--- config.mk ---
export PLATFORM = sky130hd
export DESIGN_NAME = control_unit
export DESIGN_NICKNAME = d
export VERILOG_FILES = /design/src/rtl/rv_ctrl_pkg.sv /design/src/rtl/rv_isa_pkg.sv /design/src/rtl/instr_class_if.sv /design/src/rtl/access_ctrl_decode.sv /design/src/rtl/control_unit.sv /design/src/rtl/decode_stage_reg.sv /design/src/rtl/exec_ctrl_decode.sv /design/src/rtl/instr_class_decode.sv
export SDC_FILE = /design/constraint.sdc
export NUM_CORES = 1
export LEC_CHECK = 0
export ABC_CLOCK_PERIOD_IN_PS = 1800
export BUFFER_PORTS_ARGS = -buffer_cell sky130_fd_sc_hd__buf_4
export CAP_MARGIN = 20
export CELL_PAD_IN_SITES_DETAIL_PLACEMENT = 1
export CELL_PAD_IN_SITES_GLOBAL_PLACEMENT = 2
export CORE_MARGIN = 1
export CORE_UTILIZATION = 31
export DETAILED_ROUTE_END_ITERATION = 12
export PLACE_DENSITY = 0.89
export SKIP_LAST_GASP = 1
export SLEW_MARGIN = 40
export SYNTH_ARGS = -nofsm -noshare
export SYNTH_HDL_FRONTEND = slang
export SYNTH_SLANG_ARGS = --single-unit
--- constraint.sdc ---
create_clock -name clk -period 1.8 [get_ports clk]
set_input_delay 0.27 -clock clk [delete_from_list [all_inputs] [get_ports clk]]
set_output_delay 0.27 -clock clk [all_outputs]
set_load 0.01 [all_outputs]
--- src/rtl/rv_ctrl_pkg.sv ---
package rv_ctrl_pkg;

    // Zero is the neutral value of every enum, so an all-zero struct does nothing.
    typedef enum logic [3:0] {
        cls_illegal,
        cls_lui,
        cls_auipc,
        cls_jal,
        cls_jalr,
        cls_branch,
        cls_load,
        cls_store,
        cls_op_imm,
        cls_op,
        cls_fence,
        cls_fence_i,
        cls_system,
        cls_csr
    } instr_class_t;

    typedef enum logic [2:0] {
        imm_none, imm_i, imm_s, imm_b, imm_u, imm_j, imm_shamt, imm_zimm
    } imm_fmt_t;

    // Ordered like funct3 of OP, so the ALU operation is a plain cast.
    typedef enum logic [2:0] {
        alu_add_sub, alu_sll, alu_slt, alu_sltu,
        alu_xor_op, alu_srl_sra, alu_or_op, alu_and_op
    } alu_op_t;

    typedef enum logic [1:0] {src1_reg, src1_pc, src1_zero} alu_src1_t;
    typedef enum logic [1:0] {src2_reg, src2_imm, src2_four} alu_src2_t;
    typedef enum logic [1:0] {br_never, br_zero, br_non_zero, br_always} branch_op_t;
    typedef enum logic {br_pc_imm, br_pc_reg} branch_pc_src_t;
    typedef enum logic [1:0] {mem_byte, mem_half, mem_word} mem_width_t;
    typedef enum logic [1:0] {csr_op_rw, csr_op_rs, csr_op_rc} csr_write_op_t;
    typedef enum logic {csr_src_reg, csr_src_imm} csr_src_t;

    typedef struct packed {
        imm_fmt_t       imm_fmt;
        alu_op_t        alu_op;
        logic           alu_sub_sra;
        alu_src1_t      alu_src1;
        alu_src2_t      alu_src2;
        branch_op_t     branch_op;
        branch_pc_src_t branch_pc_src;
    } exec_ctrl_t;

    typedef struct packed {
        logic          rs1_read;
        logic          rs2_read;
        logic          rd_write;
        logic          mem_read;
        logic          mem_write;
        mem_width_t    mem_width;
        logic          mem_zero_extend;
        logic          mem_fence;
        logic          csr_read;
        logic          csr_write;
        csr_write_op_t csr_write_op;
        csr_src_t      csr_src;
    } access_ctrl_t;

endpackage

--- src/rtl/rv_isa_pkg.sv ---
package rv_isa_pkg;

    typedef logic [31:0] instr_t;
    typedef logic [4:0]  reg_idx_t;

    // Major opcodes, bits [6:0] of the instruction word.
    localparam logic [6:0] opc_lui      = 7'b0110111;
    localparam logic [6:0] opc_auipc    = 7'b0010111;
    localparam logic [6:0] opc_jal      = 7'b1101111;
    localparam logic [6:0] opc_jalr     = 7'b1100111;
    localparam logic [6:0] opc_branch   = 7'b1100011;
    localparam logic [6:0] opc_load     = 7'b0000011;
    localparam logic [6:0] opc_store    = 7'b0100011;
    localparam logic [6:0] opc_op_imm   = 7'b0010011;
    localparam logic [6:0] opc_op       = 7'b0110011;
    localparam logic [6:0] opc_misc_mem = 7'b0001111;
    localparam logic [6:0] opc_system   = 7'b1110011;

    localparam logic [2:0] f3_jalr    = 3'b000;
    localparam logic [2:0] f3_lb      = 3'b000;
    localparam logic [2:0] f3_lh      = 3'b001;
    localparam logic [2:0] f3_lw      = 3'b010;
    localparam logic [2:0] f3_lbu     = 3'b100;
    localparam logic [2:0] f3_lhu     = 3'b101;
    localparam logic [2:0] f3_sb      = 3'b000;
    localparam logic [2:0] f3_sh      = 3'b001;
    localparam logic [2:0] f3_sw      = 3'b010;
    localparam logic [2:0] f3_beq     = 3'b000;
    localparam logic [2:0] f3_bne     = 3'b001;
    localparam logic [2:0] f3_blt     = 3'b100;
    localparam logic [2:0] f3_bge     = 3'b101;
    localparam logic [2:0] f3_bltu    = 3'b110;
    localparam logic [2:0] f3_bgeu    = 3'b111;
    localparam logic [2:0] f3_add_sub = 3'b000; // Shared by OP and OP-IMM.
    localparam logic [2:0] f3_sll     = 3'b001;
    localparam logic [2:0] f3_slt     = 3'b010;
    localparam logic [2:0] f3_sltu    = 3'b011;
    localparam logic [2:0] f3_srl_sra = 3'b101;
    localparam logic [2:0] f3_fence   = 3'b000;
    localparam logic [2:0] f3_fence_i = 3'b001;
    localparam logic [2:0] f3_priv    = 3'b000;
    localparam logic [2:0] f3_csrrw   = 3'b001;
    localparam logic [2:0] f3_csrrs   = 3'b010;
    localparam logic [2:0] f3_csrrc   = 3'b011;
    localparam logic [2:0] f3_csrrwi  = 3'b101;
    localparam logic [2:0] f3_csrrsi  = 3'b110;
    localparam logic [2:0] f3_csrrci  = 3'b111;

    localparam logic [6:0] funct7_base = 7'b0000000;
    localparam logic [6:0] funct7_alt  = 7'b0100000;

    localparam logic [11:0] f12_ecall  = 12'h000;
    localparam logic [11:0] f12_ebreak = 12'h001;
    localparam logic [11:0] f12_mret   = 12'h302;
    localparam logic [11:0] f12_wfi    = 12'h105;

endpackage

--- src/rtl/instr_class_if.sv ---
`timescale 1ns/100ps

interface instr_class_if (
    input logic clk,
    input logic rst_n
);
    import rv_isa_pkg::*;
    import rv_ctrl_pkg::*;

    instr_class_t op_class;
    logic [2:0]   funct3;
    logic         alt;  // Instruction bit 30.
    reg_idx_t     rs1;
    reg_idx_t     rd;

    modport source (input clk, rst_n, output op_class, funct3, alt, rs1, rd);
    modport sink (input clk, rst_n, op_class, funct3, alt, rs1, rd);

endinterface

--- src/rtl/access_ctrl_decode.sv ---
`timescale 1ns/100ps

module access_ctrl_decode (
    instr_class_if.sink               cls,
    output rv_ctrl_pkg::access_ctrl_t access
);
    import rv_isa_pkg::*;
    import rv_ctrl_pkg::*;

    logic csr_swap;

    assign csr_swap = cls.funct3 inside {f3_csrrw, f3_csrrwi}; // CSRRW and CSRRWI.

    always_comb begin
        access = '0;
        case (cls.op_class)
            cls_lui, cls_auipc, cls_jal: access.rd_write = 1'b1;
            cls_jalr, cls_op_imm: begin
                access.rs1_read = 1'b1;
                access.rd_write = 1'b1;
            end
            cls_branch: begin
                access.rs1_read = 1'b1;
                access.rs2_read = 1'b1;
            end
            cls_op: begin
                access.rs1_read = 1'b1;
                access.rs2_read = 1'b1;
                access.rd_write = 1'b1;
            end
            cls_load: begin
                access.rs1_read        = 1'b1;
                access.rd_write        = 1'b1;
                access.mem_read        = 1'b1;
                access.mem_width       = mem_width_t'(cls.funct3[1:0]);
                access.mem_zero_extend = cls.funct3[2];
            end
            cls_store: begin
                access.rs1_read  = 1'b1;
                access.rs2_read  = 1'b1;
                access.mem_write = 1'b1;
                access.mem_width = mem_width_t'(cls.funct3[1:0]);
            end
            cls_fence_i: access.mem_fence = 1'b1;
            cls_csr: begin
                // A swap into x0 skips the CSR read, a set or clear with x0 skips the write.
                access.rs1_read  = !cls.funct3[2];
                access.csr_read  = csr_swap ? |cls.rd : 1'b1;
                access.csr_write = csr_swap ? 1'b1 : |cls.rs1;
                access.rd_write  = csr_swap ? |cls.rd : 1'b1;
                access.csr_src   = csr_src_t'(cls.funct3[2]);
                case (cls.funct3)
                    f3_csrrs, f3_csrrsi: access.csr_write_op = csr_op_rs;
                    f3_csrrc, f3_csrrci: access.csr_write_op = csr_op_rc;
                    default:             access.csr_write_op = csr_op_rw;
                endcase
            end
            default: ;
        endcase
    end

    no_read_and_write: assert property (@(posedge cls.clk) disable iff (!cls.rst_n)
        !(access.mem_read && access.mem_write));

endmodule

--- src/rtl/control_unit.sv ---
`timescale 1ns/100ps

module control_unit (
    input  logic                      clk,
    input  logic                      rst_n,
    input  logic                      instr_valid,
    input  rv_isa_pkg::instr_t        instr,
    output logic                      ctrl_valid,
    output logic                      ctrl_legal,
    output rv_ctrl_pkg::exec_ctrl_t   exec,
    output rv_ctrl_pkg::access_ctrl_t access
);
    import rv_ctrl_pkg::*;

    exec_ctrl_t   exec_d;
    access_ctrl_t access_d;

    instr_class_if cls_bus (.clk(clk), .rst_n(rst_n));

    instr_class_decode u_class (.instr(instr), .cls(cls_bus.source));

    exec_ctrl_decode u_exec (.cls(cls_bus.sink), .exec(exec_d));

    access_ctrl_decode u_access (.cls(cls_bus.sink), .access(access_d));

    decode_stage_reg #(.payload_t(exec_ctrl_t)) u_exec_reg (
        .clk  (clk),
        .rst_n(rst_n),
        .load (instr_valid),
        .d    (exec_d),
        .q    (exec)
    );

    decode_stage_reg #(.payload_t(access_ctrl_t)) u_access_reg (
        .clk  (clk),
        .rst_n(rst_n),
        .load (instr_valid),
        .d    (access_d),
        .q    (access)
    );

    always_ff @(posedge clk or negedge rst_n) begin
        if (!rst_n) begin
            ctrl_valid <= 1'b0;
            ctrl_legal <= 1'b0;
        end else begin
            ctrl_valid <= instr_valid; // One output cycle per strobe.
            if (instr_valid) ctrl_legal <= (cls_bus.op_class != cls_illegal);
        end
    end

    // The stage registers load on the same edge that raises ctrl_valid.
    valid_after_strobe: assert property (@(posedge clk) disable iff (!rst_n)
        instr_valid |=> ctrl_valid && exec == $past(exec_d) && access == $past(access_d));
    held_without_strobe: assert property (@(posedge clk) disable iff (!rst_n)
        !instr_valid |=> !ctrl_valid && $stable(exec) && $stable(access));

endmodule

--- src/rtl/decode_stage_reg.sv ---
`timescale 1ns/100ps

module decode_stage_reg #(
    parameter type payload_t = logic
) (
    input  logic     clk,
    input  logic     rst_n,
    input  logic     load,
    input  payload_t d,
    output payload_t q
);

    // The payload holds its value until the next load.
    always_ff @(posedge clk or negedge rst_n) begin
        if (!rst_n) begin
            q <= '0;
        end else if (load) begin
            q <= d;
        end
    end

endmodule

--- src/rtl/exec_ctrl_decode.sv ---
`timescale 1ns/100ps

module exec_ctrl_decode (
    instr_class_if.sink               cls,
    output rv_ctrl_pkg::exec_ctrl_t   exec
);
    import rv_isa_pkg::*;
    import rv_ctrl_pkg::*;

    always_comb begin
        exec = '0;
        case (cls.op_class)
            cls_lui: begin
                exec.imm_fmt  = imm_u;
                exec.alu_src1 = src1_zero;
                exec.alu_src2 = src2_imm;
            end
            cls_auipc: begin
                exec.imm_fmt  = imm_u;
                exec.alu_src1 = src1_pc;
                exec.alu_src2 = src2_imm;
            end
            cls_jal, cls_jalr: begin
                // The ALU forms the link address pc + 4.
                exec.imm_fmt       = (cls.op_class == cls_jal) ? imm_j : imm_i;
                exec.alu_src1      = src1_pc;
                exec.alu_src2      = src2_four;
                exec.branch_op     = br_always;
                exec.branch_pc_src = (cls.op_class == cls_jal) ? br_pc_imm : br_pc_reg;
            end
            cls_branch: begin
                exec.imm_fmt     = imm_b;
                exec.alu_sub_sra = 1'b1;
                case (cls.funct3)
                    f3_beq: exec.branch_op = br_zero;
                    f3_bne: exec.branch_op = br_non_zero;
                    f3_blt: begin
                        exec.alu_op    = alu_slt;
                        exec.branch_op = br_non_zero;
                    end
                    f3_bge: begin
                        exec.alu_op    = alu_slt;
                        exec.branch_op = br_zero;
                    end
                    f3_bltu: begin
                        exec.alu_op    = alu_sltu;
                        exec.branch_op = br_non_zero;
                    end
                    f3_bgeu: begin
                        exec.alu_op    = alu_sltu;
                        exec.branch_op = br_zero;
                    end
                    default: ;
                endcase
            end
            cls_load: begin
                exec.imm_fmt  = imm_i;
                exec.alu_src2 = src2_imm;
            end
            cls_store: begin
                exec.imm_fmt  = imm_s;
                exec.alu_src2 = src2_imm;
            end
            cls_op_imm: begin
                exec.imm_fmt     = (cls.funct3 inside {f3_sll, f3_srl_sra}) ? imm_shamt : imm_i;
                exec.alu_op      = alu_op_t'(cls.funct3);
                exec.alu_sub_sra = (cls.funct3 == f3_srl_sra && cls.alt) ||
                                   cls.funct3 inside {f3_slt, f3_sltu};
                exec.alu_src2    = src2_imm;
            end
            cls_op: begin
                exec.alu_op      = alu_op_t'(cls.funct3);
                exec.alu_sub_sra = cls.alt || cls.funct3 inside {f3_slt, f3_sltu}; // Alt is SUB or SRA.
            end
            cls_csr: exec.imm_fmt = cls.funct3[2] ? imm_zimm : imm_none;
            default: ;
        endcase
    end

    // Only JALR takes its target from a register.
    reg_target_jumps: assert property (@(posedge cls.clk) disable iff (!cls.rst_n)
        exec.branch_pc_src == br_pc_reg |-> exec.branch_op == br_always);

endmodule

--- src/rtl/instr_class_decode.sv ---
`timescale 1ns/100ps

module instr_class_decode (
    input  rv_isa_pkg::instr_t instr,
    instr_class_if.source      cls
);
    import rv_isa_pkg::*;
    import rv_ctrl_pkg::*;

    logic [6:0]  opcode;
    logic [6:0]  funct7;
    logic [2:0]  funct3;
    logic [11:0] funct12;

    assign opcode  = instr[6:0];
    assign funct3  = instr[14:12];
    assign funct7  = instr[31:25];
    assign funct12 = instr[31:20];

    assign cls.funct3 = funct3;
    assign cls.alt    = instr[30];
    assign cls.rs1    = instr[19:15];
    assign cls.rd     = instr[11:7];

    always_comb begin
        cls.op_class = cls_illegal;
        case (opcode)
            opc_lui:   cls.op_class = cls_lui;
            opc_auipc: cls.op_class = cls_auipc;
            opc_jal:   cls.op_class = cls_jal;
            opc_jalr: begin
                if (funct3 == f3_jalr) cls.op_class = cls_jalr;
            end
            opc_branch: begin
                if (funct3 inside {f3_beq, f3_bne, f3_blt, f3_bge, f3_bltu, f3_bgeu})
                    cls.op_class = cls_branch;
            end
            opc_load: begin
                if (funct3 inside {f3_lb, f3_lh, f3_lw, f3_lbu, f3_lhu}) cls.op_class = cls_load;
            end
            opc_store: begin
                if (funct3 inside {f3_sb, f3_sh, f3_sw}) cls.op_class = cls_store;
            end
            opc_op_imm: begin
                // Shift immediates carry funct7 in the upper bits; the rest take any immediate.
                if (funct3 == f3_sll) begin
                    if (funct7 == funct7_base) cls.op_class = cls_op_imm;
                end else if (funct3 == f3_srl_sra) begin
                    if (funct7 inside {funct7_base, funct7_alt}) cls.op_class = cls_op_imm;
                end else begin
                    cls.op_class = cls_op_imm;
                end
            end
            opc_op: begin
                if (funct7 == funct7_base ||
                    (funct7 == funct7_alt && funct3 inside {f3_add_sub, f3_srl_sra}))
                    cls.op_class = cls_op;
            end
            opc_misc_mem: begin
                if (funct3 == f3_fence) cls.op_class = cls_fence;
                else if (funct3 == f3_fence_i) cls.op_class = cls_fence_i;
            end
            opc_system: begin
                if (funct3 == f3_priv) begin
                    if (funct12 inside {f12_ecall, f12_ebreak, f12_mret, f12_wfi} &&
                        cls.rs1 == '0 && cls.rd == '0)
                        cls.op_class = cls_system;
                end else if (funct3 inside {f3_csrrw, f3_csrrs, f3_csrrc,
                                            f3_csrrwi, f3_csrrsi, f3_csrrci}) begin
                    cls.op_class = cls_csr;
                end
            end
            default: ;
        endcase
    end

    class_known: assert property (@(posedge cls.clk) disable iff (!cls.rst_n)
        !$isunknown(instr) |-> !$isunknown(cls.op_class));

endmodule

==> impl_results.md <==
- Worst reg2reg path startpoint: u_exec_reg.q[7]$_DFFE_PN0P_
- Post-synth EDFFs: 0
- Fmax: 668 MHz
- Die height: about 77 um
- DR pass1 iterations: 4
- Crit-path cells: buf_4 -> or4_1 -> nor4_1 -> and4_1 -> a21oi_1 -> a31oi_1
- Clock Sinks: 30
- Via density: 5.30
- Register area: around 750 um2
- Final net count: 290
- Worst Tran Pin Value: 0.450 ns
- Setup Skew: 0 ns
- Clk Latency, worst-skew pair: around 0.28 ns
- I/O Pins: 65
- Setup_tns: 0 ns
- Netlist Area Pre-Place: approximately 1800 um2
- RSZ-0062 raised after global routing: false
- Cells after DPL: 319
- Static leakage: 1.10 nW
- Final core occ: 44.6%
- Slowest CP cell: or4_1
- Status: complete, no violations
- Hold-fix buffers, CTS: 1
- Top area cells in the synthesized netlist: dfrtp_1, nor2_1, nand2_1
- Sequential share of the synthesized area: a little over two fifths
- Cell Count, Final, Fillers Out: around 330
- Critical Path Start Type: input pin
- FILL cells: 669
- Slew headroom: 70.0%
- Starting density of the core: roughly a third
- DRC Markers: 0
- Placed wire-length estimate: roughly 4100 um
- Ant diodes: 0
- Port-buffer cells: 64
- Area grow syn2layout: 39.1%
- Antenna viol nets, final: 0
- Clk pin slew, worst setup/hold paths: 0.06 ns
- First-pass GRT wire length: 9280 um
- Synth Flop Type: dfrtp_1
- Most common cell after layout, fill and taps aside: buf_4
- Vias in the first global route: 1832
- Most frequent cells in the layout: buf_4, dfrtp_1, nor2_1, nand2_1, o21ai_0
- CTS H-Tree Depth: 2
- Crit Path Category: in -> reg
- DR iter-0 viols: 91
- Yosys reg bits: 30
- Initial antenna violation count: 0
- Grt total ovfl: 0
- Yosys warns: 0
- Cell taking the most area after synthesis: dfrtp_1
- Design Area, Final: 2460 um2
- Clock Tree Buf Depth: 2
- Postcts setup bufs: 0
- Hold Path Class: in -> reg
- CP peak stage delay: 0.54 ns
- DR vias: 1739
- Hold Startpoint: instr_valid
- Crit path buffers/inverters: 1
- Cells after Synth: about 190
- Pwr Density: 626 nW/um2
- Count of cell types in the netlist: 55
- Global router's overall resource usage: 19.8%
- Die W: between 70 and 80 um
- Share of the synthesized area in the top cell type: 42.5%
- Post-CTS sizing: 0
- # setup viols final: 0
- Core area: 5510 um2
- Worst Setup End Kind: flop
- Worst vdd rail ir drop: 208 uV
- Pin count of the biggest net entering global routing: 38
- Cell Rows: 27
- Routability cong.: 0.918
- Mean Syn Cell Area: 9.54 um2
- Asr flop ratio synth: 100%
- Worst EP arrival: between 1.5 and 2 ns
- Mean routed wirelength per cell: 16.4 um
- Final Total Pwr: 0.00154 W
- Max FO, Critical Path: 2
- Worst setup startpoint: instr[15]
- Routed Wire Length: 5380 um
- Die area: 6000 um2
- CP required: 2.00 ns
- Syn_nets: 220
- TritonCTS clock tree: yes
- Min Tclk post-route: about 1.5 ns
- Max-slew violation count: 0
- Root Buffer: clkbuf_8
- Total CTS buffers: 5
- Multi-input logic area: between 900 and 1000 um2
- Number of max-cap violations: 0
- Fin crit share: 83.2%
- Largest delay share family, worst path: simple AND/OR/NAND/NOR gates
- Area post-placement: 2350 um2
- Share of layout cells above drive strength 1: 39.1%
- Endpoints failing hold: 0
-- registers in the layout, indices dropped and copies added, names as in the netlist --
register	count
ctrl_legal	1
ctrl_valid	1
u_access_reg.q	14
u_exec_reg.q	14
-- per-stage QoR --
step | hold slack, ns | setup slack, ns
after floorplan | -0.0256 | 0.319
after global placement | 0.218 | 0.00583
after detailed placement | 0.222 | -0.000287
after CTS | 0.319 | 0.289
after global routing | 0.329 | 0.181
final | 0.320 | 0.302
-- per-layer routing --
layer	global-route usage, %	routed length, um
met2	32.4	2600
met1	26.4	2370
met4	6.42	70
met5	0	0
met3	3.65	329
-- layout make-up --
class                   instances  area share (%)
flip-flops and latches         30            30.6
well taps                      72            3.67
repair buffers                 74            22.7
inverters                       4           0.611
clock buffers                   7            3.52
clock inverters                 1           0.204
multi-input cells             140            38.7
-- cells by family (layout without fill, tap and decap cells) --
group | Yosys count | count (layout) | synth area share (%)
multiplexers | 5 | 5 | 3.05
buffers and inverters | 15 | 86 | 3.61
XOR/XNOR | 1 | 1 | 0.496
flip-flops | 30 | 30 | 42.5
AND/OR/NAND/NOR | 86 | 86 | 30.5
AO/OA/AOI/OAI | 48 | 48 | 19.8
-- Yosys cell counts, drive strengths merged (2+ instances only) --
library cell   n
a211o          2
a211oi         2
a21oi          8
a31oi          8
and3           3
buf            6
clkbuf         5
dfrtp         30
inv            4
mux2           3
mux2i          2
nand2         17
nand2b         2
nand3          5
nand3b         2
nor2          23
nor3           6
nor4           7
nor4b          2
nor4bb         3
o21ai         10
o2bb2ai        6
o31ai          2
or2            4
or3            2
or4            2
-- worst paths after layout --
kind | to | slack, ns | depth (start not counted)
worst max-delay path | ctrl_legal$_DFFE_PN0P_ | 0.30 | 6
worst min-delay path | ctrl_valid$_DFF_PN0_ | 0.32 | 1
worst max register to register | u_exec_reg.q[7]$_DFFE_PN0P_ | 1.03 | 2
worst min register to register | u_exec_reg.q[10]$_DFFE_PN0P_ | 0.48 | 1
max in group asynchronous | u_exec_reg.q[4]$_DFFE_PN0P_ | 1.06 | 2
min in group asynchronous | u_exec_reg.q[0]$_DFFE_PN0P_ | 0.46 | 2
-- power breakdown --
| group | switching, W | internal (W) | leakage (nW) |
|---|---|---|---|
| Sequential | 0.0000150 | 0.000701 | 0.395 |
| Combinational | 0.000150 | 0.000131 | 0.657 |
| Clock | 0.000234 | 0.000308 | 0.0482 |
(Power assumes the default switching activity.)
